File: src/ex_consts.svh
`ifndef EX_CONSTS_SVH
`define EX_CONSTS_SVH

// datapath widths
`define EX_XLEN      32
`define EX_RADDR_W   5

// jal and the bxxzal forms write here
`define EX_LINK_REG  5'd31

// cp0 cause codes raised in ex
`define EX_EXC_SYS   5'd8
`define EX_EXC_BP    5'd9
`define EX_EXC_RI    5'd10
`define EX_EXC_OV    5'd12
`define EX_EXC_TR    5'd13

// clz/clo count, 0 to 32
`define EX_CNT_W     6
`define EX_CNT_MAX   6'd32

`endif

File: src/ex_pkg.sv
`include "ex_consts.svh"

package ex_pkg;

    // instructions handled by the integer execute stage
    typedef enum logic [5:0] {
        OP_RESERVED,
        OP_ADD, OP_ADDU, OP_SUB, OP_SUBU, OP_AND, OP_OR, OP_XOR, OP_NOR,
        OP_SLT, OP_SLTU, OP_SLL, OP_SRL, OP_SRA, OP_SLLV, OP_SRLV, OP_SRAV,
        OP_ADDI, OP_ADDIU, OP_SLTI, OP_SLTIU, OP_ANDI, OP_ORI, OP_LUI,
        OP_BEQ, OP_BNE, OP_BLEZ, OP_BGTZ, OP_BLTZ, OP_BGEZ, OP_BLTZAL, OP_BGEZAL,
        OP_BEQL, OP_BNEL, OP_BLEZL, OP_BGTZL, OP_BLTZL, OP_BGEZL,
        OP_J, OP_JAL, OP_JR, OP_JALR,
        OP_TGE, OP_TGEU, OP_TLT, OP_TLTU, OP_TEQ, OP_TNE,
        OP_TGEI, OP_TGEIU, OP_TLTI, OP_TLTIU, OP_TEQI, OP_TNEI,
        OP_MULT, OP_MULTU, OP_MFHI, OP_MFLO, OP_MTHI, OP_MTLO,
        OP_CLZ, OP_CLO, OP_SYSCALL, OP_BREAK
    } ex_op_e;

    typedef enum logic [3:0] {
        ALU_ADD, ALU_SUB, ALU_AND, ALU_OR, ALU_XOR, ALU_NOR,
        ALU_SLT, ALU_SLTU, ALU_SLL, ALU_SRL, ALU_SRA, ALU_LUI
    } alu_op_e;

    typedef struct packed {
        ex_op_e                 op;
        logic [`EX_XLEN-1:0]    inst;
        logic [`EX_XLEN-1:0]    pc;
        logic [`EX_XLEN-1:0]    rs_data;
        logic [`EX_XLEN-1:0]    rt_data;
        logic [`EX_XLEN-1:0]    pc_b;
        logic [`EX_XLEN-1:0]    pc_j;
    } ex_in_t;

    typedef struct packed {
        logic [`EX_XLEN-1:0]    pc;
        logic [`EX_RADDR_W-1:0] waddr;
        logic                   wen;
        logic [`EX_XLEN-1:0]    result;
    } ex_out_t;

    typedef struct packed {
        logic                   taken;
        logic                   likely_clear;
        logic [`EX_XLEN-1:0]    target;
    } branch_t;

    typedef struct packed {
        logic [`EX_RADDR_W-1:0] addr;
        logic [`EX_XLEN-1:0]    data;
        logic                   ok;
    } fwd_t;

    typedef struct packed {
        logic                   valid;
        logic [4:0]             code;
        logic                   bd;
        logic [`EX_XLEN-1:0]    epc;
    } commit_t;

endpackage

File: src/ex_alu.sv
`timescale 1ns/100ps
`include "ex_consts.svh"

module ex_alu (
    input  ex_pkg::alu_op_e       alu_op_i,
    input  logic [`EX_XLEN-1:0]   a_i,
    input  logic [`EX_XLEN-1:0]   b_i,
    output logic [`EX_XLEN-1:0]   result_o,
    output logic                  overflow_o
);

    logic [`EX_XLEN-1:0] sum;
    logic [`EX_XLEN-1:0] diff;
    logic [4:0]          shamt;

    assign sum   = a_i + b_i;
    assign diff  = a_i - b_i;
    // shifts take the amount from a, the value from b
    assign shamt = a_i[4:0];

    always_comb begin
        case (alu_op_i)
            ex_pkg::ALU_ADD:  result_o = sum;
            ex_pkg::ALU_SUB:  result_o = diff;
            ex_pkg::ALU_AND:  result_o = a_i & b_i;
            ex_pkg::ALU_OR:   result_o = a_i | b_i;
            ex_pkg::ALU_XOR:  result_o = a_i ^ b_i;
            ex_pkg::ALU_NOR:  result_o = ~(a_i | b_i);
            ex_pkg::ALU_SLT:  result_o = {{(`EX_XLEN-1){1'b0}}, $signed(a_i) < $signed(b_i)};
            ex_pkg::ALU_SLTU: result_o = {{(`EX_XLEN-1){1'b0}}, a_i < b_i};
            ex_pkg::ALU_SLL:  result_o = b_i << shamt;
            ex_pkg::ALU_SRL:  result_o = b_i >> shamt;
            ex_pkg::ALU_SRA:  result_o = $signed(b_i) >>> shamt;
            ex_pkg::ALU_LUI:  result_o = {b_i[15:0], 16'h0000};
            default:          result_o = sum;
        endcase
    end

    // signed overflow, operands alike in sign and result not
    always_comb begin
        case (alu_op_i)
            ex_pkg::ALU_ADD: begin
                overflow_o = (a_i[`EX_XLEN-1] == b_i[`EX_XLEN-1])
                          && (sum[`EX_XLEN-1] != a_i[`EX_XLEN-1]);
            end
            ex_pkg::ALU_SUB: begin
                overflow_o = (a_i[`EX_XLEN-1] != b_i[`EX_XLEN-1])
                          && (diff[`EX_XLEN-1] != a_i[`EX_XLEN-1]);
            end
            default: overflow_o = 1'b0;
        endcase
    end

    // op decode in ex_stage must only produce the twelve functions
    always_comb begin
        a_alu_op_defined: assert final (alu_op_i <= ex_pkg::ALU_LUI)
            else $error("ex_alu: undefined alu function %0d", alu_op_i);
    end

endmodule

File: config.mk
export PLATFORM = sky130hd
export DESIGN_NAME = ex_alu
export DESIGN_NICKNAME = d
export VERILOG_FILES = /design/src/ex_pkg.sv /design/src/ex_alu.sv
export VERILOG_INCLUDE_DIRS = /design/src
export SDC_FILE = /design/constraint.sdc
export NUM_CORES = 1
export LEC_CHECK = 0
export BUFFER_PORTS_ARGS = -buffer_cell sky130_fd_sc_hd__buf_2
export CAP_MARGIN = 40
export CELL_PAD_IN_SITES_DETAIL_PLACEMENT = 2
export CELL_PAD_IN_SITES_GLOBAL_PLACEMENT = 2
export CORE_ASPECT_RATIO = 1.25
export CORE_MARGIN = 3
export CORE_UTILIZATION = 35
export DETAILED_ROUTE_END_ITERATION = 10
export PLACE_DENSITY = 0.87
export SYNTH_ARGS = -nofsm -noshare
export SYNTH_HDL_FRONTEND = slang
export SYNTH_SLANG_ARGS = --single-unit
File: constraint.sdc
create_clock -name vclk -period 5.22
set_input_delay 0.783 -clock vclk [all_inputs]
set_output_delay 0.783 -clock vclk [all_outputs]
set_load 0.005 [all_outputs]
# Word-level counts from Yosys, hierarchy flattened

Cells that the tools add are included.

Flip-flop bits (word level): 0
Input bits: 68
Output and inout port bits: 33
Logic and storage cells: 31

$add $sub $neg: 2
Order comparisons: 2
Equal/unequal tests: 15
Shift-type cells: 3
Muxes and demuxes: 2
Bitwise operators: 4
Reductions and logical operators: 3

Operator list:

| kind                 | count |
|---|---|
| $pmux W32 S11        | 1 |
| $lt A32 B32 Y1       | 2 |
| $add A32 B32 Y32     | 1 |
| $and A32 B32 Y32     | 1 |
| $not A32 Y32         | 1 |
| $or A32 B32 Y32      | 1 |
| $shl A32 B5 Y32      | 1 |
| $shr A32 B5 Y32      | 1 |
| $sshr A32 B5 Y32     | 1 |
| $sub A32 B32 Y32     | 1 |
| $xor A32 B32 Y32     | 1 |
| $eq A4 B3 Y1 const B | 4 |
| $eq A4 B4 Y1 const B | 4 |
| $eq A4 B2 Y1 const B | 2 |
| $eq A4 B1 Y1 const B | 1 |
| $logic_not A4 Y1     | 1 |
| $ne A1 B1 Y1         | 3 |
| $logic_and A1 B1 Y1  | 2 |
| $pmux W1 S2          | 1 |
| $eq A1 B1 Y1         | 1 |

# Logic depth before layout (Yosys ltp)

Depth in word-level cells: 4
Depth in mapped cells: 15
Mapped depth without buffers: 12

# Least setup slack after synthesis

Ideal clock, no wire load.

Path kind: input -> output
From: input a_i[2]
To: output result_o[30]
Data arrival time: 3.777 ns
Required time: 4.437 ns
Slack: 0.660 ns
Stages on the path: 15
Path buffers: 4
Cells stage by stage: inv_1 -> buf_2 -> buf_1 -> buf_2 -> ha_1 -> buf_2 -> nor2b_1 -> o31a_1 -> a21oi_1 -> nand3_1 -> a31oi_2 -> o31ai_1 -> a31o_2 -> a221o_1 -> nand3b_1

Word-level cells in the longest chain between the ends: 2
Elaborated cells between the ends (all ways): 6
Classes of those cells: add/sub (2); shift (3); mux (1)

RTL lines:

| item                                           | line         | source |
|---|---|---|
| start, declared                                | ex_alu.sv:6  | `` input logic [`EX_XLEN-1:0] a_i, `` |
| $add A32 B32 Y32, or another cell as far along | ex_alu.sv:16 | `assign sum = a_i + b_i;` |
| $pmux W32 S11 *                                | ex_alu.sv:22 | `case (alu_op_i)` |
| end, declared                                  | ex_alu.sv:8  | `` output logic [`EX_XLEN-1:0] result_o, `` |

Every way passes the cells marked *; elsewhere a longest branch is shown, timed or not.

# Worst setup path in the final report

From: input b_i[12]
To: output result_o[25]

Word-level cells in the longest chain between the ends: 2
Elaborated cells between the ends (all ways): 6
Classes of those cells: add/sub (2); shift (3); mux (1)

RTL lines:

| item                                           | line         | source |
|---|---|---|
| start, declared                                | ex_alu.sv:7  | `` input logic [`EX_XLEN-1:0] b_i, `` |
| $add A32 B32 Y32, or another cell as far along | ex_alu.sv:16 |  |
| $pmux W32 S11 *                                | ex_alu.sv:22 |  |

Marks and branches as above.

==> summary.md <==
| Metric | Value |
|---|---|
| Initial core utilization | `35.8%` |
| DP Wirelength | `42,900 um` |
| Die ar. | `0.0280 mm2` |
| Cell variety after synth | `86` |
| Site row count | `65` |
| Fin. max-slew vios | `0` |
| DR WL/cell | `30.9 um` |
| CP max FO | `11` |
| Syn Nets | `1,514` |
| Io pins | `101` |
| Vias in the first global route | `12,800` |
| Worst EP required | `4.44 ns` |
| Worst Max-Slew Pin Slew | `0.844 ns` |
| Final period utilization | `97.4%` |
| Critical Path AT | `4.30 ns` |
| Synth Instances | `1,345` |
| Initial antenna violation count | `1` |
| Gr busiest metal | `met2` |
| GR Util met1 | `45.4%` |
| Largest net degree at the start of global routing | `80` |
| Slew Limit Headroom | `43.1%` |
| Final ANT Viol Nets | `0` |
| Syn Area/Cell | `6.78 um2` |
| Total core area | `0.0255 mm2` |
| TNS Setup | `0 ns` |
| Crit path time final | `5.08 ns` |
| Initial DRC count | `1,118` |
| Startpoint Class | `primary input` |
| Number of port buffers | `101` |
| Worst hold path type | `in -> out` |
| Critical path buffers and inverters | `5` |
| Die Span Y | `186 um` |
| GRT Residual Overflow | `0` |
| Routability cong. | `1.00` |
| Sequential fraction of the synthesis area | `0%` |
| Peak Freq | `0.197 GHz` |
| Final Hold Fails | `0` |
| Routed Wire Length | `54,000 um` |
| Placed cell areas | `0.0101 mm2` |
| RSZ-0062 raised after global routing | `no` |
| CP Class | `in -> out` |
| Register area | `0 um2` |
| Sequential cells | `0` |
| Final nets | `1,582` |
| FILL cells | `3,142` |
| Post CTS Setup Buffer Count | `0` |
| Total global routing track utilization | `37.2%` |
| Via count | `12,200` |
| YS warnings | `0` |
| Cell area after layout | `0.0101 mm2` |
| First-pass GRT wire length | `80,700 um` |
| Share of cells above drive strength 1 | `19.3%` |
| Run status | `complete, no violations` |
| Met2 usage | `61.6%` |
| Hold-fix buffers, CTS | `0` |
| Cell area after synthesis | `0.00911 mm2` |
| CP endpoint kind | `primary output` |
| CP peak stage delay | `0.62 ns` |
| Top Family by Delay on Critical Path | `compound AO/OA/AOI/OAI gates` |
| Resized cells post-CTS | `0` |
| Final setup viols | `0` |
| Router iterations before antenna repair | `5` |
| Max-cap violations | `0` |
| Met3 Use GR | `5.51%` |
| Synth-to-Final Area Change | `11.4%` |
| Clock Buffer Count | `0` |
| DRC viols | `0` |
| Avg Vias per Cell | `6.97` |
| Finished Layout Cells | `1,747` |
| DIE WIDTH | `150 um` |
| Slowest-stage cell, CP | `ha_1` |
| Cell Chain, Critical Path | `buf_2, inv_1, ha_1, inv_2, a21oi_1, nand4bb_1, o21ai_1, o21ai_1, buf_4, a221oi_1, o21a_1, o211ai_1, a32o_1, buf_2` |
| Post-Place Cells | `1,745` |
## Yosys cell counts, types with 13 or more instances
cell type,count,area (um2)
a221oi_1,24,210
nor3_1,32,160
clkbuf_1,66,248
nor2_1,157,589
mux4_2,44,991
nand3_1,34,170
nand2b_1,14,87.6
mux2_2,28,315
o21ai_1,13,65.1
o21bai_1,15,113
o211ai_1,15,113
o22ai_1,13,81.3
a31oi_1,16,100
a22oi_1,20,150
a21oi_1,140,701
o21ai_0,79,395
inv_1,94,353
ha_1,99,1240
mux2i_1,42,420
a211oi_1,28,210
nand2_1,116,435
buf_2,30,150
## through the flow
stage	util (%)	setup WS (ns)	hold WS, ns
after global routing	39.9	0.0580	2.11
after CTS	39.8	0.281	2.08
after global placement	39.8	0.422	2.07
final	39.9	0.138	2.09
after floorplan	-	0.660	1.68
after detailed placement	39.8	0.294	2.08
## worst paths after layout
kind	slack, ns	endpoint	depth (start not counted)	startpoint
setup / recovery	0.14	result_o[25]	14	b_i[12]
hold / removal	2.09	overflow_o	4	a_i[31]
## tightest hold or removal path: stages
cell      delay (ns)
buf_2           0.15
inv_1           0.10
a21boi_1        0.14
buf_2           0.14
## layout by cell type, fill, tap and decap left out, types with 42 or more instances in the layout
cell     Yosys  final
nor2_1     157    156
mux4_2      44     44
nand2_1    116    116
a21oi_1    140    139
o21ai_0     79     79
inv_1       94     93
buf_4        5     75
mux2i_1     42     42
buf_2       30    101
ha_1        99     99
## logic make-up after synthesis
group / after synthesis / share of synthesized area [%]
XOR/XNOR: 12 / 1.15
buffers and inverters: 210 / 9.60
multiplexers: 114 / 18.9
AO/OA/AOI/OAI: 475 / 34.3
AND/OR/NAND/NOR: 433 / 22.0
adder cells (fa/ha/maj): 101 / 14.0
## layer usage
layer / part of all wire, % / vias to the layer above
li1: - / 5130
met1: 37 / 6098
met2: 47 / 695
met3: 8.6 / 255
met4: 7.9 / 0
met5: 0 / -
## area by class of cell
class              instances  area [um2]  share of cell area, %
multi-input cells       1135        8250                   81.3
repair buffers           178        1110                   10.9
well taps                335         419                   4.13
inverters                 98         368                   3.62
diodes                     1        2.50                 0.0247
