`src/ex_consts.svh`:
```
`ifndef EX_CONSTS_SVH
`define EX_CONSTS_SVH

// datapath widths
`define EX_XLEN      32
`define EX_RADDR_W   5

// jal and the bxxzal forms write here
`define EX_LINK_REG  5'd31

// cp0 cause codes raised in ex
`define EX_EXC_SYS   5'd8
`define EX_EXC_BP    5'd9
`define EX_EXC_RI    5'd10
`define EX_EXC_OV    5'd12
`define EX_EXC_TR    5'd13

// clz/clo count, 0 to 32
`define EX_CNT_W     6
`define EX_CNT_MAX   6'd32

`endif

```
`src/ex_pkg.sv`:
```
`include "ex_consts.svh"

package ex_pkg;

    // instructions handled by the integer execute stage
    typedef enum logic [5:0] {
        OP_RESERVED,
        OP_ADD, OP_ADDU, OP_SUB, OP_SUBU, OP_AND, OP_OR, OP_XOR, OP_NOR,
        OP_SLT, OP_SLTU, OP_SLL, OP_SRL, OP_SRA, OP_SLLV, OP_SRLV, OP_SRAV,
        OP_ADDI, OP_ADDIU, OP_SLTI, OP_SLTIU, OP_ANDI, OP_ORI, OP_LUI,
        OP_BEQ, OP_BNE, OP_BLEZ, OP_BGTZ, OP_BLTZ, OP_BGEZ, OP_BLTZAL, OP_BGEZAL,
        OP_BEQL, OP_BNEL, OP_BLEZL, OP_BGTZL, OP_BLTZL, OP_BGEZL,
        OP_J, OP_JAL, OP_JR, OP_JALR,
        OP_TGE, OP_TGEU, OP_TLT, OP_TLTU, OP_TEQ, OP_TNE,
        OP_TGEI, OP_TGEIU, OP_TLTI, OP_TLTIU, OP_TEQI, OP_TNEI,
        OP_MULT, OP_MULTU, OP_MFHI, OP_MFLO, OP_MTHI, OP_MTLO,
        OP_CLZ, OP_CLO, OP_SYSCALL, OP_BREAK
    } ex_op_e;

    typedef enum logic [3:0] {
        ALU_ADD, ALU_SUB, ALU_AND, ALU_OR, ALU_XOR, ALU_NOR,
        ALU_SLT, ALU_SLTU, ALU_SLL, ALU_SRL, ALU_SRA, ALU_LUI
    } alu_op_e;

    typedef struct packed {
        ex_op_e                 op;
        logic [`EX_XLEN-1:0]    inst;
        logic [`EX_XLEN-1:0]    pc;
        logic [`EX_XLEN-1:0]    rs_data;
        logic [`EX_XLEN-1:0]    rt_data;
        logic [`EX_XLEN-1:0]    pc_b;
        logic [`EX_XLEN-1:0]    pc_j;
    } ex_in_t;

    typedef struct packed {
        logic [`EX_XLEN-1:0]    pc;
        logic [`EX_RADDR_W-1:0] waddr;
        logic                   wen;
        logic [`EX_XLEN-1:0]    result;
    } ex_out_t;

    typedef struct packed {
        logic                   taken;
        logic                   likely_clear;
        logic [`EX_XLEN-1:0]    target;
    } branch_t;

    typedef struct packed {
        logic [`EX_RADDR_W-1:0] addr;
        logic [`EX_XLEN-1:0]    data;
        logic                   ok;
    } fwd_t;

    typedef struct packed {
        logic                   valid;
        logic [4:0]             code;
        logic                   bd;
        logic [`EX_XLEN-1:0]    epc;
    } commit_t;

endpackage

```
`src/ex_branch_trap.sv`:
```
`timescale 1ns/100ps
`include "ex_consts.svh"

module ex_branch_trap (
    input  ex_pkg::ex_op_e        op_i,
    input  logic [`EX_XLEN-1:0]   rs_i,
    input  logic [`EX_XLEN-1:0]   rt_i,
    input  logic [`EX_XLEN-1:0]   imm_sx_i,
    input  logic [`EX_XLEN-1:0]   pc_b_i,
    input  logic [`EX_XLEN-1:0]   pc_j_i,
    output ex_pkg::branch_t       branch_o,
    output logic                  trap_o
);

    logic [`EX_XLEN-1:0] cmp_b;
    logic [`EX_XLEN:0]   diff;
    logic                eq;
    logic                lt;
    logic                ltu;
    logic                cond;
    logic                zero_cmp;
    logic                likely;
    logic                is_j;
    logic                is_jr;

    assign zero_cmp = op_i inside {ex_pkg::OP_BLEZ, ex_pkg::OP_BGTZ, ex_pkg::OP_BLTZ,
                                   ex_pkg::OP_BGEZ, ex_pkg::OP_BLTZAL, ex_pkg::OP_BGEZAL,
                                   ex_pkg::OP_BLEZL, ex_pkg::OP_BGTZL, ex_pkg::OP_BLTZL,
                                   ex_pkg::OP_BGEZL};
    assign likely   = op_i inside {ex_pkg::OP_BEQL, ex_pkg::OP_BNEL, ex_pkg::OP_BLEZL,
                                   ex_pkg::OP_BGTZL, ex_pkg::OP_BLTZL, ex_pkg::OP_BGEZL};
    assign is_j     = op_i inside {ex_pkg::OP_J, ex_pkg::OP_JAL};
    assign is_jr    = op_i inside {ex_pkg::OP_JR, ex_pkg::OP_JALR};

    assign cmp_b = (op_i inside {[ex_pkg::OP_TGEI:ex_pkg::OP_TNEI]}) ? imm_sx_i :
                   zero_cmp ? '0 : rt_i;

    // one subtractor, borrow out gives unsigned less
    assign diff = {1'b0, rs_i} - {1'b0, cmp_b};
    assign eq   = diff[`EX_XLEN-1:0] == '0;
    assign ltu  = diff[`EX_XLEN];
    assign lt   = rs_i[`EX_XLEN-1] ^ cmp_b[`EX_XLEN-1] ^ diff[`EX_XLEN];

    always_comb begin
        cond   = 1'b0;
        trap_o = 1'b0;
        case (op_i)
            ex_pkg::OP_BEQ, ex_pkg::OP_BEQL:   cond = eq;
            ex_pkg::OP_BNE, ex_pkg::OP_BNEL:   cond = !eq;
            ex_pkg::OP_BLEZ, ex_pkg::OP_BLEZL: cond = lt || eq;
            ex_pkg::OP_BGTZ, ex_pkg::OP_BGTZL: cond = !lt && !eq;
            ex_pkg::OP_BLTZ, ex_pkg::OP_BLTZL, ex_pkg::OP_BLTZAL: cond = lt;
            ex_pkg::OP_BGEZ, ex_pkg::OP_BGEZL, ex_pkg::OP_BGEZAL: cond = !lt;
            ex_pkg::OP_TGE, ex_pkg::OP_TGEI:   trap_o = !lt;
            ex_pkg::OP_TGEU, ex_pkg::OP_TGEIU: trap_o = !ltu;
            ex_pkg::OP_TLT, ex_pkg::OP_TLTI:   trap_o = lt;
            ex_pkg::OP_TLTU, ex_pkg::OP_TLTIU: trap_o = ltu;
            ex_pkg::OP_TEQ, ex_pkg::OP_TEQI:   trap_o = eq;
            ex_pkg::OP_TNE, ex_pkg::OP_TNEI:   trap_o = !eq;
            default: ;
        endcase
    end

    assign branch_o.taken        = is_j || is_jr || cond;
    // not-taken likely branch kills its delay slot
    assign branch_o.likely_clear = likely && !cond;
    assign branch_o.target       = is_jr ? rs_i : is_j ? pc_j_i : pc_b_i;

endmodule

```
`config.mk`:
```
export PLATFORM = sky130hd
export DESIGN_NAME = ex_branch_trap
export DESIGN_NICKNAME = d
export VERILOG_FILES = /design/src/ex_pkg.sv /design/src/ex_branch_trap.sv
export VERILOG_INCLUDE_DIRS = /design/src
export SDC_FILE = /design/constraint.sdc
export NUM_CORES = 1
export LEC_CHECK = 0
export ABC_CLOCK_PERIOD_IN_PS = 7150
export BUFFER_PORTS_ARGS = -buffer_cell sky130_fd_sc_hd__buf_2
export CAP_MARGIN = 25
export CORE_ASPECT_RATIO = 0.7
export CORE_MARGIN = 4
export CORE_UTILIZATION = 46
export DETAILED_ROUTE_END_ITERATION = 8
export PLACE_DENSITY_LB_ADDON = 0.2
export REMOVE_ABC_BUFFERS = 1
export SLEW_MARGIN = 20
export SYNTH_ARGS = -nofsm -noshare
export SYNTH_HDL_FRONTEND = slang
export SYNTH_SLANG_ARGS = --single-unit
```
`constraint.sdc`:
```
create_clock -name vclk -period 7.15
set_clock_uncertainty 0.05 [all_clocks]
set_input_delay 0.715 -clock vclk [all_inputs]
set_output_delay 0.715 -clock vclk [all_outputs]
set_load 0.01 [all_outputs]
```
Word-level counts from Yosys, hierarchy flattened
Cells that the tools add are included.
Widths: inputs -> output; s select.
{ "word_totals": {"ramBits": 0, "word_cells": 68, "latchBits": 0, "output_inout_bits": 35, "regBits": 0, "mem_count": 0, "romBits": 0, "in_bits": 166} }
{ "op_classes": {"addsub": 1, "reduce_logical": 27, "div": 0, "n_bitwise": 2, "mux": 6, "n_eq_ne": 30, "shift": 0, "mul": 0, "n_lt_le_gt_ge": 2} }
{ "op_table": {"columns": ["operator", "count"], "rows": [
  ["$eq 6x6->1 const B", 22],
  ["$mux 32", 4],
  ["$eq 6x5->1 const B", 8],
  ["$sub 32x32->33", 1],
  ["$logic_not 32->1", 1],
  ["$reduce_or 2->1", 10],
  ["$pmux 1 s6", 2],
  ["$reduce_bool 10->1", 1],
  ["$ge 6x6->1 const B", 1],
  ["$le 6x6->1 const B", 1],
  ["$reduce_bool 6->1", 1],
  ["$reduce_or 3->1", 2],
  ["$logic_not 1->1", 4],
  ["$reduce_bool 2->1", 2],
  ["$logic_and 1x1->1", 3],
  ["$logic_or 1x1->1", 3],
  ["$xor 1x1->1", 2]
]} }

Depth between registers and ports, before layout
{ "depth": {"depth_word": 11, "depth_mapped": 19, "ltp_nobuf": 16} }

Worst setup path after synthesis
OpenSTA, ideal clock, no wires.
{ "synth_timing": {"path_kind": "in2out", "from": "input op_i[1]", "to": "output branch_o[33] (netlist bit)", "path_slack_ns": 1.288, "cell_stages": 19, "n_path_buf": 3, "t_arrival_ns": 5.097, "required_ns": 6.385, "path_cell_list": "clkbuf_1 > nand2b_1 > or3_1 > a21boi_0 > a211oi_1 > clkbuf_1 > a22oi_1 > ha_1 > buf_2 > and4_1 > or3b_2 > a21oi_1 > o41a_1 > xor2_1 > or3_1 > a2111oi_4 > nand4_2 > mux2_2 > a311o_1"} }
{ "synth_rtl": {"columns": ["element", "line_no", "text"], "rows": [
  ["from (decl)", "ex_branch_trap.sv:5", "input ex_pkg::ex_op_e op_i,"],
  ["to (decl)", "ex_branch_trap.sv:11", "output ex_pkg::branch_t branch_o,"]
]} }

==> flow_results.xml <==
<?xml version="1.0" encoding="UTF-8"?>
<metrics>
  <group name="worst_hold_path">
    <metric name="hold-path-endpoint" unit="">branch_o[10]</metric>
    <metric name="hold_path_startpoint" unit="">rs_i[10]</metric>
    <metric name="hold_depth" unit="">4</metric>
    <metric name="worst_hold_path_type" unit="">input pin to output port</metric>
  </group>
  <group name="placed_design">
    <metric name="dp_worst_setup_slack" unit="ns">0.7092</metric>
    <metric name="place.port_buffers" unit="">201</metric>
    <metric name="dpl.hpwl" unit="um">11300</metric>
    <metric name="number_of_placed_cells_counting_well_taps" unit="">776</metric>
    <metric name="finalWeightedCongestion" unit="">0.9838</metric>
    <metric name="placed_area" unit="um2">4419</metric>
  </group>
  <group name="pwr">
    <metric name="post-layout-total-power" unit="uW">427.1</metric>
    <metric name="cellLeakagePower" unit="nW">1.994</metric>
    <metric name="pwr_density_cell" unit="nW/um2">96.63</metric>
    <metric name="vdd_ir_drop_max" unit="mV">0.04891</metric>
  </group>
  <group name="detailed_routing">
    <metric name="vias" unit="">4777</metric>
    <metric name="route.detailed.wl_per_inst" unit="um">17.18</metric>
    <metric name="route.detailed.vias_per_inst" unit="">6.156</metric>
    <metric name="first_pass_iters" unit="">5</metric>
    <metric name="drt.antenna.violating_nets" unit="">0</metric>
    <metric name="dr.first_iter.drc_count" unit="">259</metric>
    <metric name="route.detailed.drc" unit="">0</metric>
    <metric name="final_routed_wirelength" unit="um">13330</metric>
  </group>
  <group name="final_layout">
    <metric name="seq_cells" unit="">0</metric>
    <metric name="final_cell_mix" unit="">sky130_fd_sc_hd__buf_2 (201), sky130_fd_sc_hd__nand2_1 (71), sky130_fd_sc_hd__o21ai_0 (62), sky130_fd_sc_hd__a21oi_1 (46), sky130_fd_sc_hd__mux2i_1 (36)</metric>
    <metric name="drive_gt1_share" unit="%">33.87</metric>
    <metric name="number_of_standard_cells_in_the_final_layout_excluding_fillers" unit="">776</metric>
    <metric name="synthToLayoutAreaGrowth" unit="%">32.58</metric>
    <metric name="clockBufferCount" unit="">0</metric>
    <metric name="fin_nets" unit="">882</metric>
    <metric name="finish.instance_area" unit="um2">4419</metric>
    <metric name="post-route-util" unit="%">64.22</metric>
    <metric name="sequential_cell_area" unit="um2">0</metric>
    <metric name="antenna-diode-count" unit="">0</metric>
    <metric name="final_common_cell" unit="">sky130_fd_sc_hd__buf_2</metric>
  </group>
  <group name="timing">
    <metric name="final_period_util" unit="%">91.77</metric>
    <metric name="period_minus_slack" unit="ns">6.562</metric>
    <metric name="final_max_tran_viols" unit="">0</metric>
    <metric name="tightestPinTransition" unit="ns">0.6636</metric>
    <metric name="worst_slack" unit="ns">0.5881</metric>
    <metric name="unrepaired_setup_endpoints_after_global_routing" unit="">false</metric>
    <metric name="worst_slew_margin_rel" unit="%">55.66</metric>
    <metric name="final-setup-viol-count" unit="">0</metric>
    <metric name="timing.hold.ws" unit="ns">1.689</metric>
    <metric name="timing_limited_maximum_frequency" unit="GHz">0.1524</metric>
    <metric name="timing.final.hold_violations" unit="">0</metric>
    <metric name="setup_tns" unit="ns">0</metric>
  </group>
  <group name="grt">
    <metric name="globalRouteTotalUtil" unit="%">29.14</metric>
    <metric name="overflow" unit="">0</metric>
    <metric name="global_route_wire_length_before_repair" unit="um">20780</metric>
    <metric name="number_of_antenna_violations_at_the_first_check_in_global_routing" unit="">0</metric>
    <metric name="largest_net_degree_at_the_start_of_global_routing" unit="">37</metric>
    <metric name="grt_pass1_vias" unit="">4331</metric>
  </group>
  <group name="die">
    <metric name="core" unit="um2">6882</metric>
    <metric name="floorplan.die_area" unit="um2">8694</metric>
    <metric name="initial_core_util" unit="%">48.44</metric>
    <metric name="die_y" unit="um">79.22</metric>
    <metric name="rows" unit="">25</metric>
    <metric name="die-width" unit="um">109.7</metric>
    <metric name="io_pins" unit="">201</metric>
  </group>
  <group name="synthesis">
    <metric name="synth.avg_cell_area" unit="um2">6.600</metric>
    <metric name="synth_area_leader_cell" unit="">sky130_fd_sc_hd__ha_1</metric>
    <metric name="synth_top_cell_area_share" unit="%">12.01</metric>
    <metric name="synth.area.top_cells" unit="">sky130_fd_sc_hd__ha_1 (12%), sky130_fd_sc_hd__mux2i_1 (11%), sky130_fd_sc_hd__o21ai_0 (9.3%)</metric>
    <metric name="synth_warnings" unit="">0</metric>
    <metric name="synth_seq_area_share" unit="%">0</metric>
    <metric name="total_standard_cell_area_after_synthesis" unit="um2">3333</metric>
    <metric name="count_of_cell_types_in_the_netlist" unit="">70</metric>
    <metric name="post_synth_inst_count" unit="">505</metric>
  </group>
  <group name="critical_path">
    <metric name="worstSetupStartpointType" unit="">input pin</metric>
    <metric name="worst-endpoint-required" unit="ns">6.38</metric>
    <metric name="worst_setup_path_end_kind" unit="">output port</metric>
    <metric name="path_max_fanout" unit="">18</metric>
    <metric name="data_arrival_critical_path" unit="ns">5.80</metric>
    <metric name="worst-setup-path-type" unit="">input pin to output port</metric>
  </group>
  <group name="clocking">
    <metric name="cts_resized" unit="">0</metric>
    <metric name="cts_setup_buffers" unit="">0</metric>
    <metric name="cts-hold-fix-buffers" unit="">0</metric>
  </group>
  <group name="flow_run">
    <metric name="drv_cap" unit="">0</metric>
  </group>
  <group name="status">
    <metric name="status" unit="">finished, final reports clean</metric>
  </group>
</metrics>
synthesized netlist by cell type (3+ instances only):
cell / instances
sky130_fd_sc_hd__o211ai_1: 5
sky130_fd_sc_hd__and3_1: 4
sky130_fd_sc_hd__nor3_1: 10
sky130_fd_sc_hd__inv_1: 9
sky130_fd_sc_hd__clkbuf_1: 28
sky130_fd_sc_hd__ha_1: 32
sky130_fd_sc_hd__a211oi_1: 3
sky130_fd_sc_hd__a211o_1: 5
sky130_fd_sc_hd__nor2_1: 23
sky130_fd_sc_hd__o31a_1: 3
sky130_fd_sc_hd__o21a_1: 13
sky130_fd_sc_hd__xnor2_1: 5
sky130_fd_sc_hd__or3_1: 5
sky130_fd_sc_hd__nor2b_1: 7
sky130_fd_sc_hd__nor3b_1: 3
sky130_fd_sc_hd__o2111ai_1: 5
sky130_fd_sc_hd__nand2_1: 71
sky130_fd_sc_hd__nand3_1: 8
sky130_fd_sc_hd__and4_1: 5
sky130_fd_sc_hd__o21ai_0: 62
sky130_fd_sc_hd__a21oi_1: 46
sky130_fd_sc_hd__a2111oi_0: 4
sky130_fd_sc_hd__o21ba_2: 4
sky130_fd_sc_hd__nand2b_1: 4
sky130_fd_sc_hd__mux2i_1: 36
sky130_fd_sc_hd__a21o_1: 5
sky130_fd_sc_hd__nand4_1: 8
sky130_fd_sc_hd__xor2_1: 7
sky130_fd_sc_hd__a22oi_1: 32
layer usage:
layer / global-route usage (%) / share of wire, % / vias to the layer above
li1: - / - / 2318
met1: 43.43 / 45 / 2163
met2: 44.82 / 42 / 290
met3: 5.930 / 14 / 6
met4: 1.370 / 0.25 / 0
met5: 0 / 0 / -
power breakdown:
| part | switching, mW | internal (mW) | total (mW) |
|---|---|---|---|
| clock network | 0 | 0 | 0 |
| logic | 0.253 | 0.174 | 0.427 |
| registers | 0 | 0 | 0 |
| total | 0.253 | 0.174 | 0.427 |
layout make-up:
class              count  area, um2
repair buffers       209       1066
well taps             94      117.6
fillers              663       2462
inverters              9      33.78
multi-input cells    464       3202
how the worst max path moves through the flow:
stage,start,end,slack (ns),cells after the start
floorplan,op_i[3],branch_o[33],-0.66,15
global placement,op_i[1],branch_o[33],0.79,20
detailed placement,op_i[1],branch_o[33],0.71,20
CTS,op_i[1],branch_o[33],0.69,20
global route,op_i[1],branch_o[33],0.28,20
finish,op_i[1],branch_o[33],0.59,20
worst max-delay path, stage by stage:
cell                       delay, ns
sky130_fd_sc_hd__buf_2          0.17
sky130_fd_sc_hd__nand2b_1       0.18
sky130_fd_sc_hd__or3_1          0.30
sky130_fd_sc_hd__a21boi_0       0.39
sky130_fd_sc_hd__a211oi_4       0.09
sky130_fd_sc_hd__buf_4          0.22
sky130_fd_sc_hd__a22oi_1        0.17
sky130_fd_sc_hd__ha_1           0.33
sky130_fd_sc_hd__a21oi_1        0.40
sky130_fd_sc_hd__o21ai_0        0.18
sky130_fd_sc_hd__buf_4          0.17
sky130_fd_sc_hd__or2_0          0.23
sky130_fd_sc_hd__o211ai_2       0.28
sky130_fd_sc_hd__o21ai_0        0.11
sky130_fd_sc_hd__or4b_1         0.52
sky130_fd_sc_hd__a221oi_1       0.30
sky130_fd_sc_hd__nand4_2        0.22
sky130_fd_sc_hd__mux2_2         0.34
sky130_fd_sc_hd__a311o_1        0.31
sky130_fd_sc_hd__buf_2          0.14
cells by family (layout without fill, tap and decap cells):
family / count (synthesis) / in the layout / synth area share (%)
AOI/OAI and AO/OA: 218 / 218 / 43.99
xor gates and xnor gates: 12 / 12 / 3.153
adders and majority gates: 32 / 32 / 12.01
buffers and inverters: 41 / 218 / 4.842
muxes: 38 / 38 / 11.49
and+or+nand+nor: 164 / 164 / 24.51
Power figures use the tool's default switching activity.
