$ cat config.mk
export PLATFORM = sky130hd
export DESIGN_NAME = ex_lead_count
export DESIGN_NICKNAME = d
export VERILOG_FILES = /design/src/ex_lead_count.sv
export VERILOG_INCLUDE_DIRS = /design/src
export SDC_FILE = /design/constraint.sdc
export NUM_CORES = 1
export LEC_CHECK = 0
export ABC_AREA = 1
export BUFFER_PORTS_ARGS = -buffer_cell sky130_fd_sc_hd__buf_2
export CAP_MARGIN = 30
export CELL_PAD_IN_SITES_DETAIL_PLACEMENT = 0
export CELL_PAD_IN_SITES_GLOBAL_PLACEMENT = 1
export CORE_MARGIN = 2
export CORE_UTILIZATION = 41
export DETAILED_ROUTE_END_ITERATION = 7
export PLACE_DENSITY_LB_ADDON = 0.1
export SLEW_MARGIN = 10
export SYNTH_ARGS = -nofsm -noshare
export SYNTH_HDL_FRONTEND = slang
export SYNTH_SLANG_ARGS = --single-unit
$ cat constraint.sdc
create_clock -name clk -period 3.9 [get_ports clk]
set_clock_uncertainty 0.1 [all_clocks]
set_input_delay 0.195 -clock clk [delete_from_list [all_inputs] [get_ports clk]]
set_output_delay 0.195 -clock clk [all_outputs]
set_load 0.005 [all_outputs]
$ cat src/ex_consts.svh
`ifndef EX_CONSTS_SVH
`define EX_CONSTS_SVH

// datapath widths
`define EX_XLEN      32
`define EX_RADDR_W   5

// jal and the bxxzal forms write here
`define EX_LINK_REG  5'd31

// cp0 cause codes raised in ex
`define EX_EXC_SYS   5'd8
`define EX_EXC_BP    5'd9
`define EX_EXC_RI    5'd10
`define EX_EXC_OV    5'd12
`define EX_EXC_TR    5'd13

// clz/clo count, 0 to 32
`define EX_CNT_W     6
`define EX_CNT_MAX   6'd32

`endif

$ cat src/ex_lead_count.sv
`timescale 1ns/100ps
`include "ex_consts.svh"

module ex_lead_count (
    input  logic                  clk,
    input  logic                  resetn,
    input  logic                  start_i,
    input  logic                  count_ones_i,
    input  logic [`EX_XLEN-1:0]   operand_i,
    output logic                  busy_o,
    output logic                  count_done_o,
    output logic [`EX_CNT_W-1:0]  count_o
);

    logic [`EX_XLEN-1:0] shift_q;

    // leading bit run ends at a zero or after the full word
    assign count_done_o = busy_o && (!shift_q[`EX_XLEN-1] || count_o == `EX_CNT_MAX);

    always_ff @(posedge clk) begin
        if (!resetn) begin
            busy_o  <= 1'b0;
            count_o <= '0;
        end else if (!busy_o) begin
            if (start_i) begin
                busy_o  <= 1'b1;
                count_o <= '0;
            end
        end else if (!start_i || count_done_o) begin
            // count stays put for the result mux
            busy_o <= 1'b0;
        end else begin
            count_o <= count_o + 1'b1;
        end
    end

    // zeros are inverted so both forms count ones
    always_ff @(posedge clk) begin
        if (!busy_o && start_i) begin
            shift_q <= count_ones_i ? operand_i : ~operand_i;
        end else if (busy_o && !count_done_o) begin
            shift_q <= shift_q << 1;
        end
    end

    a_count_bound: assert property (@(posedge clk) disable iff (!resetn)
        count_o <= `EX_CNT_MAX)
        else $error("ex_lead_count: count %0d past word width", count_o);

endmodule

Word level (Yosys, flattened, before mapping). Index checks and enable logic that the tools add are counted.

Mux-type cells: 9. Bitwise operators: 1. Reductions and logical operators: 12. Eq/ne operators: 2. $add $sub $neg: 1.

Operator list (count): $mux W32 (3); $not A32 Y32 (1); $mux W6 (3); $add A6 B1 Y6 const B (1); $eq A6 B6 Y1 const B (1); $logic_not A1 Y1 (4); $reduce_bool A2 Y1 (2); $logic_and A1 B1 Y1 (3); $mux W1 (3); $logic_or A1 B1 Y1 (2); $ne A2 B2 Y1 const B (1); $reduce_and A2 Y1 (1).

Logic and storage cells: 28. Bits of input ports: 36. Output and inout port bits: 8. Flip-flop bits (word level): 39.

Longest topological paths before layout. Gate-level depths: netlist of run 1.

Depth after elaboration: 7. Gate-level depth with buffers: 9. Gate-level depth less buffers: 9.

Worst setup path after synthesis of run 1. No wires, ideal clock.

Path type: flip-flop to flip-flop. Start point: register count_o[0]. End point: register shift_q[0], enable pin. Buffers on the path: 0. Setup time: 0.466 ns. Period minus slack after synthesis: 3.663 ns. Slack: 0.237 ns. Data arrival time: 3.097 ns. Required time: 3.334 ns. Cell stages (with the launch flop): 6. Cells stage by stage: dfxtp_1 inv_1 ha_1 nand3_2 nand2_2 o21ai_0.

Word-level cells in the longest chain between the ends: 6.

Ends and longest elaborated chain: start, declared (RTL line ex_lead_count.sv:12) `` output logic [`EX_CNT_W-1:0] count_o ``; start signal, assigned (RTL line ex_lead_count.sv:33) `count_o <= count_o + 1'b1;`; $eq A6 B6 Y1 (no line); $logic_or A1 B1 Y1 (no line); $logic_and A1 B1 Y1 (RTL line ex_lead_count.sv:18) `` assign count_done_o = busy_o && (!shift_q[`EX_XLEN-1] || count_o == `EX_CNT_MAX); ``; $logic_not A1 Y1 (RTL line ex_lead_count.sv:41) `end else if (busy_o && !count_done_o) begin`; $logic_and A1 B1 Y1 (RTL line ex_lead_count.sv:41); $reduce_bool A2 Y1 (no line); end signal, assigned (RTL line ex_lead_count.sv:40) `shift_q <= count_ones_i ? operand_i : ~operand_i;`; end signal, assigned (RTL line ex_lead_count.sv:42) `shift_q <= shift_q << 1;`; end, declared (RTL line ex_lead_count.sv:15) `` logic [`EX_XLEN-1:0] shift_q; ``.

No other way between the ends. A chain may end at the register's enable or synchronous reset.

Worst setup path after layout of run 1.
Start point: register busy_o. End point: register count_o[5].

Word-level cells in the longest chain between the ends: 4. Elaborated cells on any way between the ends: 6. Classes of those cells: eq/ne: 1; mux: 1; reduce/logical: 4.

Ends and longest elaborated chain: start, declared (RTL line ex_lead_count.sv:10) `output logic busy_o,`; start signal, assigned (RTL line ex_lead_count.sv:22) `busy_o <= 1'b0;`; start signal, assigned (RTL line ex_lead_count.sv:26) `busy_o <= 1'b1;`; start signal, assigned (RTL line ex_lead_count.sv:31) `busy_o <= 1'b0;`; $logic_and A1 B1 Y1 (RTL line ex_lead_count.sv:18); $logic_or A1 B1 Y1 (RTL line ex_lead_count.sv:29) `end else if (!start_i || count_done_o) begin`; $ne A2 B2 Y1 (no line); $reduce_and A2 Y1 (no line).

Several ways; a longest one is shown, not always the timed one.

==> impl_metrics.toml, run 1 <==
[routing]
wl_per_cell_um = 11.2
first_pass_iters = 4
antenna_left = 0
drc_errors = 0
wl_um = 3480
routed-via-count = 1381
viasPerCell = 4.45
drtIter0Drc = 61

[pwr]
ir_worst_vdd_mv = 0.156
p_leak_nw = 0.997
pwr_density_cell_nw_per_um2 = 380
finalPower_uw = 900

[timing]
finalSetupTns_ns = 0
rsz0062_at_grt = "no"
worst_slew_pin_slew_ns = 0.833
slew_viol_final = 0
finalHoldViolCount = 0
finalCriticalPeriod_ns = 1.91
max_freq_mhz = 523
period_share_pct = 49.0
relSlewSlack_pct = 44.5
setup_viol = 0

[die]
ios = 44
die_w_um = 74.7
die_area_um2 = 5580
start_util_pct = 42.8
die_h_um = 74.7
core_um2 = 4790
rows = 25

[place]
portBuffers = 43
dp_hpwl_um = 2330
globalplace.congestion = 0.813
placedInstanceArea_um2 = 2270

[yosys]
yosysUniqueCellTypes = 22
ys_seq_elements = 39
yosysSeqAreaShare_pct = 53.7
syn-mean-instance-area_um2 = 10.1
syn_inst = 203
yosys_warnings = 0
netlist_area_um2 = 2050
synth_nets = 241

[hold_path]
hp-class = "in2reg"

[critical_path]
start_kind = "flip-flop"
worstPathRequired_ns = 4.03
max_stage_delay_ns = 0.42
crit_chain = "inv_1 -> nand2_2 -> buf_4 -> nand2_1 -> inv_1 -> nand2_1 -> nor2_1"
cp_top_family = "simple AND/OR/NAND/NOR gates"
path_buf_inv = 3
worstSetupPathType = "reg2reg"
critPathMaxFanout = 39
crit_slowest_cell = "dfxtp_1"
critical_path_arrival_ns = 2.04
crit_path_end_kind = "flip-flop"

[clocking]
clock_sinks = 39
cts_buffer_depth = 2
cts-root-buf = "clkbuf_8"
hold_buffers = 0
cts-resized-gates = 0
clkLatencyLatePin_ns = 0.28
cts_tree = "yes"
cts-buffers-inserted = 5
clk_pin_slew_ns = 0.08
htreeDepth = 2
post_cts_buffers = 0

[layout]
drive_above_1_share_pct = 24.3
final_cell_mix = "nand2_1, buf_2, xor2_1, o21ai_0, edfxtp_1"
n_antenna_cell = 0
multi_input_area_um2 = 817
stdcell_area_um2 = 2370
nFillCells = 488
regArea_um2 = 1100
area_growth_pct = 15.4
layout.nets = 280

[grt]
grt_usage_pct = 13.6
grt_pass1_vias = 1171
antenna_found_initial = 0
grt_max_degree = 40
grt_first_pass_wirelength_um = 5560
overflow = 0

[run_status]
status = "completed"

[job]
cap_violations = 0
through the flow:
| step | hold WS (ns) | cells | setup WS [ns] | utilization [%] |
|---|---|---|---|---|
| finish | 0.0816 | 310 | 1.99 | 49.5 |
| global route | 0.0904 | 310 | 1.75 | 49.5 |
| CTS | 0.0744 | 309 | 1.73 | 49.0 |
| detailed placement | 0.381 | 301 | 1.76 | 47.3 |
| global placement | 0.382 | 301 | 1.79 | 47.3 |
| floorplan | 0.237 | 203 | 0.237 | - |
per-layer routing:
metal	track usage [%]	share of wire, %	up-vias
li1	-	-	750
met1	18.4	50	596
met2	20.0	45	33
met3	4.42	4.8	2
met4	5.95	0.83	0
met5	0	0	-
Yosys cell counts (all sizes together):
| master | n | area share [%] |
|---|---|---|
| nor2 | 8 | 1.6 |
| buf | 11 | 4.3 |
| a21oi | 4 | 1.2 |
| edfxtp | 32 | 47 |
| xnor2 | 1 | 0.43 |
| dfxtp | 7 | 6.8 |
| clkbuf | 2 | 0.85 |
| nand2 | 47 | 9.5 |
| ha | 2 | 1.2 |
| o21ai | 33 | 8.1 |
| nand3 | 10 | 2.7 |
| inv | 11 | 2.0 |
| xor2 | 32 | 14 |
| nand4 | 3 | 0.92 |
logic make-up (layout without fill, tap and decap cells):
logic type,after synthesis,after routing,share of synthesized area [%]
flops,39,39,53.7
compound gates,37,37,9.21
buf+inv,24,64,7.14
xor+xnor,33,33,14.1
fa+ha+maj,2,2,1.22
simple gates,68,68,14.6
worst register-to-register path, delay by kind of cell, from the launching register on:
| kind | cells | cell delay (ns) |
|---|---|---|
| buffers and inverters | 3 | 0.66 |
| flip-flops | 1 | 0.42 |
| AND/OR/NAND/NOR | 4 | 0.68 |
final timing paths:
kind / depth (start not counted) / endpoint / slack [ns] / from
min: 3 / count_o[1] / 0.08 / resetn
min reg2reg: 2 / count_o[4] / 0.42 / count_o[4]
max reg2reg: 7 / count_o[5] / 1.99 / busy_o
max: 7 / count_o[5] / 1.99 / busy_o
registers in the layout (all words and copies together) (netlist names):
name and count:
shift_q 32, count_o 6, busy_o 1
final cells by class:
type | instances | share of cell area (%)
clock buffers | 7 | 3.22
clock inverters | 1 | 0.211
inverters | 11 | 1.74
multi-input cells | 140 | 34.5
flip-flops and latches | 39 | 46.5
well taps | 67 | 3.54
repair buffers | 45 | 10.3
where the power goes:
group,total [mW],leakage [nW],switching (mW),internal [mW]
Sequential,0.517,0.373,0.0123,0.504
Clock,0.259,0.0422,0.133,0.126
Combinational,0.125,0.582,0.0737,0.0511
Power figures use the tool's default switching activity.
==> run 2: changes to the inputs <==
- clock period: 3.9 -> 1.9 ns (I/O delays scaled with it)
==> impl_metrics.toml, run 2 (synthesized netlist as in run 1, its figures left out) <==
[pwr]
comb_power_share_pct = 13.2
ir_worst_vdd_mv = 0.450
switching_share_pct = 22.9
seq_power_share_pct = 53.3
pwr-share-clk_pct = 33.4
p_switching_uw = 455
p_leak_nw = 1.04
p_int_mw = 1.53
pwr_density_cell_nw_per_um2 = 812

[die]
ios = 44
rows = 25
die_w_um = 74.7
die_h_um = 74.7
core_um2 = 4790
die_area_um2 = 5580
start_util_pct = 42.8

[place]
globalplace.congestion = 0.797
portBuffers = 43
dp_hpwl_um = 2450
dp.cells = 306

[grt]
grt_first_pass_wirelength_um = 5830
grt_pass1_vias = 1331
overflow = 0
grt_max_degree = 35
antenna_found_initial = 0
grt_usage_pct = 13.9

[layout]
final_cells = 315
area_growth_pct = 19.3
final_cell_mix = "nand2_1, buf_2, xor2_1, o21ai_0, edfxtp_1"
largest_register_ffs = 32
top_regs = "shift_q: 32 flops, count_o: 6 flops, busy_o: 1 flops"
layout.nets = 285
regMostFlops = "shift_q"
n_antenna_cell = 0
drive_above_1_share_pct = 25.8

[clocking]
clkLatencyLatePin_ns = 0.29
htreeDepth = 2
clk_pin_slew_ns = 0.08
cts-root-buf = "clkbuf_8"
hold_buffers = 1
cts-buffers-inserted = 5
cts_tree = "yes"
cts-resized-gates = 0
clock_sinks = 39
cts_buffer_depth = 2
post_cts_buffers = 0

[critical_path]
r2r-end = "shift_q[17]"
worstSetupPathType = "reg2reg"
path_depth = 6
rrSetupSlack_ns = 0.23
crit_chain = "inv_1 -> ha_1 -> nand3_2 -> nand2_2 -> o21ai_4 -> buf_12"
max_stage_delay_ns = 0.44
start_kind = "flip-flop"
path_buf_inv = 2
critical_path_arrival_ns = 1.56
worstPathRequired_ns = 1.79
crit_slowest_cell = "dfxtp_1"
crit_path_end_kind = "flip-flop"
r2r_start = "count_o[0]"
cp_top_family = "flip-flops"
critPathMaxFanout = 32
r2r_cells = 6

[hold_path]
min_to = "shift_q[0]"
holdCritStartpoint = "operand_i[0]"
hp-class = "in2reg"
min_path_cells = 3

[routing]
antenna_left = 0
wl_per_cell_um = 10.9
routed-via-count = 1418
viasPerCell = 4.50
first_pass_iters = 3
drc_errors = 0
wl_um = 3450
drtIter0Drc = 89

[timing]
relSlewSlack_pct = 77.4
slew_viol_final = 0
rsz0062_at_grt = "no"
setup_viol = 0
max_freq_mhz = 599
finalSetupTns_ns = 0
finalHoldViolCount = 0
period_share_pct = 87.9
finalCriticalPeriod_ns = 1.67
worst_slew_pin_slew_ns = 0.338

[job]
cap_violations = 0

[run_status]
status = "completed"
[run 2: changes by cell type in the layout (fill, tap and decap cells not counted), sizes merged]
cell / previous run / this run
buf: 45 / 49
dlygate4sd3: 0 / 1
clkbuf: 7 / 5
clkinv: 1 / 2
bufinv: 0 / 1
[run 2: power by group through the flow]
stage	Clock, mW	Combinational [mW]	Sequential, mW
2_1_floorplan	0	0.186	1.07
3_3_place_gp	0	0.269	1.08
3_5_place_dp	0	0.269	1.08
4_1_cts	0.684	0.272	1.06
5_1_grt	0.714	0.306	1.07
6_report	0.664	0.263	1.06
[run 2: tightest hold or removal path, stage by stage]
cell and delay [ns]:
buf_2 0.08, xor2_1 0.05, nor2_1 0.07
[run 2: routing by layer]
| layer | share of wire (%) | global-route usage (%) | up-vias |
|---|---|---|---|
| met5 | 0 | 0 | - |
| met3 | 4.7 | 3.88 | 5 |
| met1 | 49 | 17.6 | 621 |
| met2 | 45 | 22.8 | 29 |
| li1 | - | - | 763 |
| met4 | 1.2 | 5.36 | 0 |
[run 2: final cells by class]
type                       count  area [µm²]
clock inverter                 3        38.8
tap                           67        83.8
fill                         495        2340
inverter                      11        41.3
multi-input combinational    140         817
clock buffer                   5        68.8
sequential                    39        1100
timing repair buffer          50         295
[run 2: how the worst max path moves through the flow]
stage                    start            to  slack [ns]
global placement    count_o[0]   shift_q[17]        0.29
detailed placement  count_o[0]   shift_q[16]        0.25
floorplan           count_o[0]    shift_q[0]        0.01
CTS                 count_o[0]  count_done_o        0.23
global route        count_o[0]  count_done_o        0.12
finish              count_o[0]   shift_q[17]        0.23
[run 2: stage by stage]
stage          cell area, µm²  power [mW]  utilization [%]  worst slack (ns)  hold WS, ns
6_report                 2450        1.99             51.1             0.230       0.0355
5_1_grt                  2450        2.09             51.1             0.124       0.0335
4_1_cts                  2450        2.02             51.1             0.228       0.0277
3_5_place_dp             2330        1.35             48.7             0.253        0.298
3_3_place_gp             2330        1.35             48.7             0.293        0.297
2_1_floorplan            2060        1.26                -            0.0125        0.137
==> run 3: changes to the inputs <==
- CORE_MARGIN: 2 -> default
- RECOVER_POWER: default -> 25
==> impl_metrics.toml, run 3 (synthesized netlist as in run 1, its figures left out) <==
[layout]
layout.nets = 285
drive_above_1_share_pct = 22.2
layout_commonest_cell = "nand2_1"
final_cell_mix = "nand2_1, buf_2, xor2_1, o21ai_0, edfxtp_1"
fin_util_pct = 50.5
n_antenna_cell = 0
largest_register_ffs = 32
area_growth_pct = 17.1
top_regs = "shift_q: 32 flops, count_o: 6 flops, busy_o: 1 flops"
regMostFlops = "shift_q"

[clocking]
cts_buffer_depth = 2
post_cts_buffers = 0
cts_tree = "yes"
htreeDepth = 2
clock_sinks = 39
cts-buffers-inserted = 5
cts-root-buf = "clkbuf_8"
clk_pin_slew_ns = 0.07
clkLatencyLatePin_ns = 0.29

[hold_path]
min_to = "shift_q[0]"
holdCritStartpoint = "operand_i[0]"
min_path_cells = 3
hp-class = "in2reg"

[critical_path]
worstPathRequired_ns = 1.79
worstSetupPathType = "reg2reg"
critPathMaxFanout = 32
start_kind = "flip-flop"
crit_path_end_kind = "flip-flop"
rrSetupSlack_ns = 0.25
r2r_cells = 6
r2r_start = "count_o[0]"
critical_path_arrival_ns = 1.54
r2r-end = "shift_q[19]"

[timing]
max_freq_mhz = 607
worst_slew_pin_slew_ns = 0.458
rsz0062_at_grt = "no"
finalHoldViolCount = 0
setup_viol = 0
setup_slack_ns = 0.253
finalCriticalPeriod_ns = 1.65
relSlewSlack_pct = 69.5
period_share_pct = 86.7
fin_hold_ws_ns = 0.0236
finalSetupTns_ns = 0
slew_viol_final = 0

[grt]
grt_usage_pct = 14.6
grt_pass1_vias = 1247
overflow = 0
grt_first_pass_wirelength_um = 5750
antenna_found_initial = 0
grt_max_degree = 54

[die]
rows = 25
die_area_um2 = 5290
start_util_pct = 43.1
die_h_um = 72.7
core_um2 = 4750
ios = 44
die_w_um = 72.7

[place]
place_ws_ns = 0.272
dp_hpwl_um = 2300
portBuffers = 43
globalplace.congestion = 0.794

[run_status]
status = "completed"

[routing]
wl_um = 3560
antenna_left = 0
viasPerCell = 4.63
drtIter0Drc = 65
first_pass_iters = 4
routed-via-count = 1457
wl_per_cell_um = 11.3
drc_errors = 0

[pwr]
p_leak_nw = 0.999
ir_worst_vdd_mv = 0.386
pwr_density_cell_nw_per_um2 = 773

[job]
cap_violations = 0
## run 3: cell count changes in the layout (fill, tap and decap cells not counted), sizes merged
| cell | delta |
|---|---|
| buf | -7 |
| bufinv | -1 |
| clkbuf | +8 |
## run 3: timing repair
action                    in CTS  in global routing
hold endpoints to repair       3                  0
gates resized for setup        0                  0
hold buffers                   1                  0
## run 3: worst max-delay path: stages, from the launching register on
cell and delay, ns:
dfxtp_1 0.42, inv_1 0.08, ha_1 0.21, nand3_2 0.07, nand2_2 0.08, o21ai_4 0.15, buf_12 0.21
## run 3: stage by stage
| step | instances | total power, mW | instance area (µm²) |
|---|---|---|---|
| after detailed placement | 306 | 1.35 | 2340 |
| after CTS | 315 | 1.89 | 2430 |
| final | 315 | 1.86 | 2400 |
| after global routing | 315 | 1.96 | 2400 |
| after global placement | 306 | 1.35 | 2340 |
| after floorplan | 203 | 1.26 | 2060 |
## run 3: worst max path at each step
stage / from / endpoint / slack, ns / cells past startpoint
global route: busy_o / shift_q[16] / 0.12 / 4
CTS: count_o[0] / count_done_o / 0.24 / 7
finish: count_o[0] / shift_q[19] / 0.25 / 6
detailed placement: count_o[0] / shift_q[13] / 0.27 / 6
global placement: count_o[0] / shift_q[15] / 0.29 / 6
floorplan: count_o[0] / shift_q[0] / 0.01 / 5
## run 3: area by class of cell
class	count	area (µm²)
Clock buffer	6	72.6
Clock inverter	2	7.51
Fill cell	473	2350
Inverter	11	41.3
Multi-Input combinational cell	140	815
Sequential cell	39	1100
Tap cell	67	83.8
Timing Repair Buffer	50	280
## run 3: power by group
group,total (mW),internal [mW],switching (mW),leakage [nW]
Sequential,1.06,1.04,0.0238,0.373
Clock,0.533,0.250,0.283,0.0403
Combinational,0.264,0.111,0.153,0.586
Total,1.86,1.40,0.459,0.999
## run 3: per-layer routing
layer	part of all wire, %	GRT usage (%)	up-vias
met4	1.9	7.19	0
met2	45	22.5	29
li1	-	-	762
met5	0	0	-
met1	50	19.3	659
met3	3.1	3.31	7
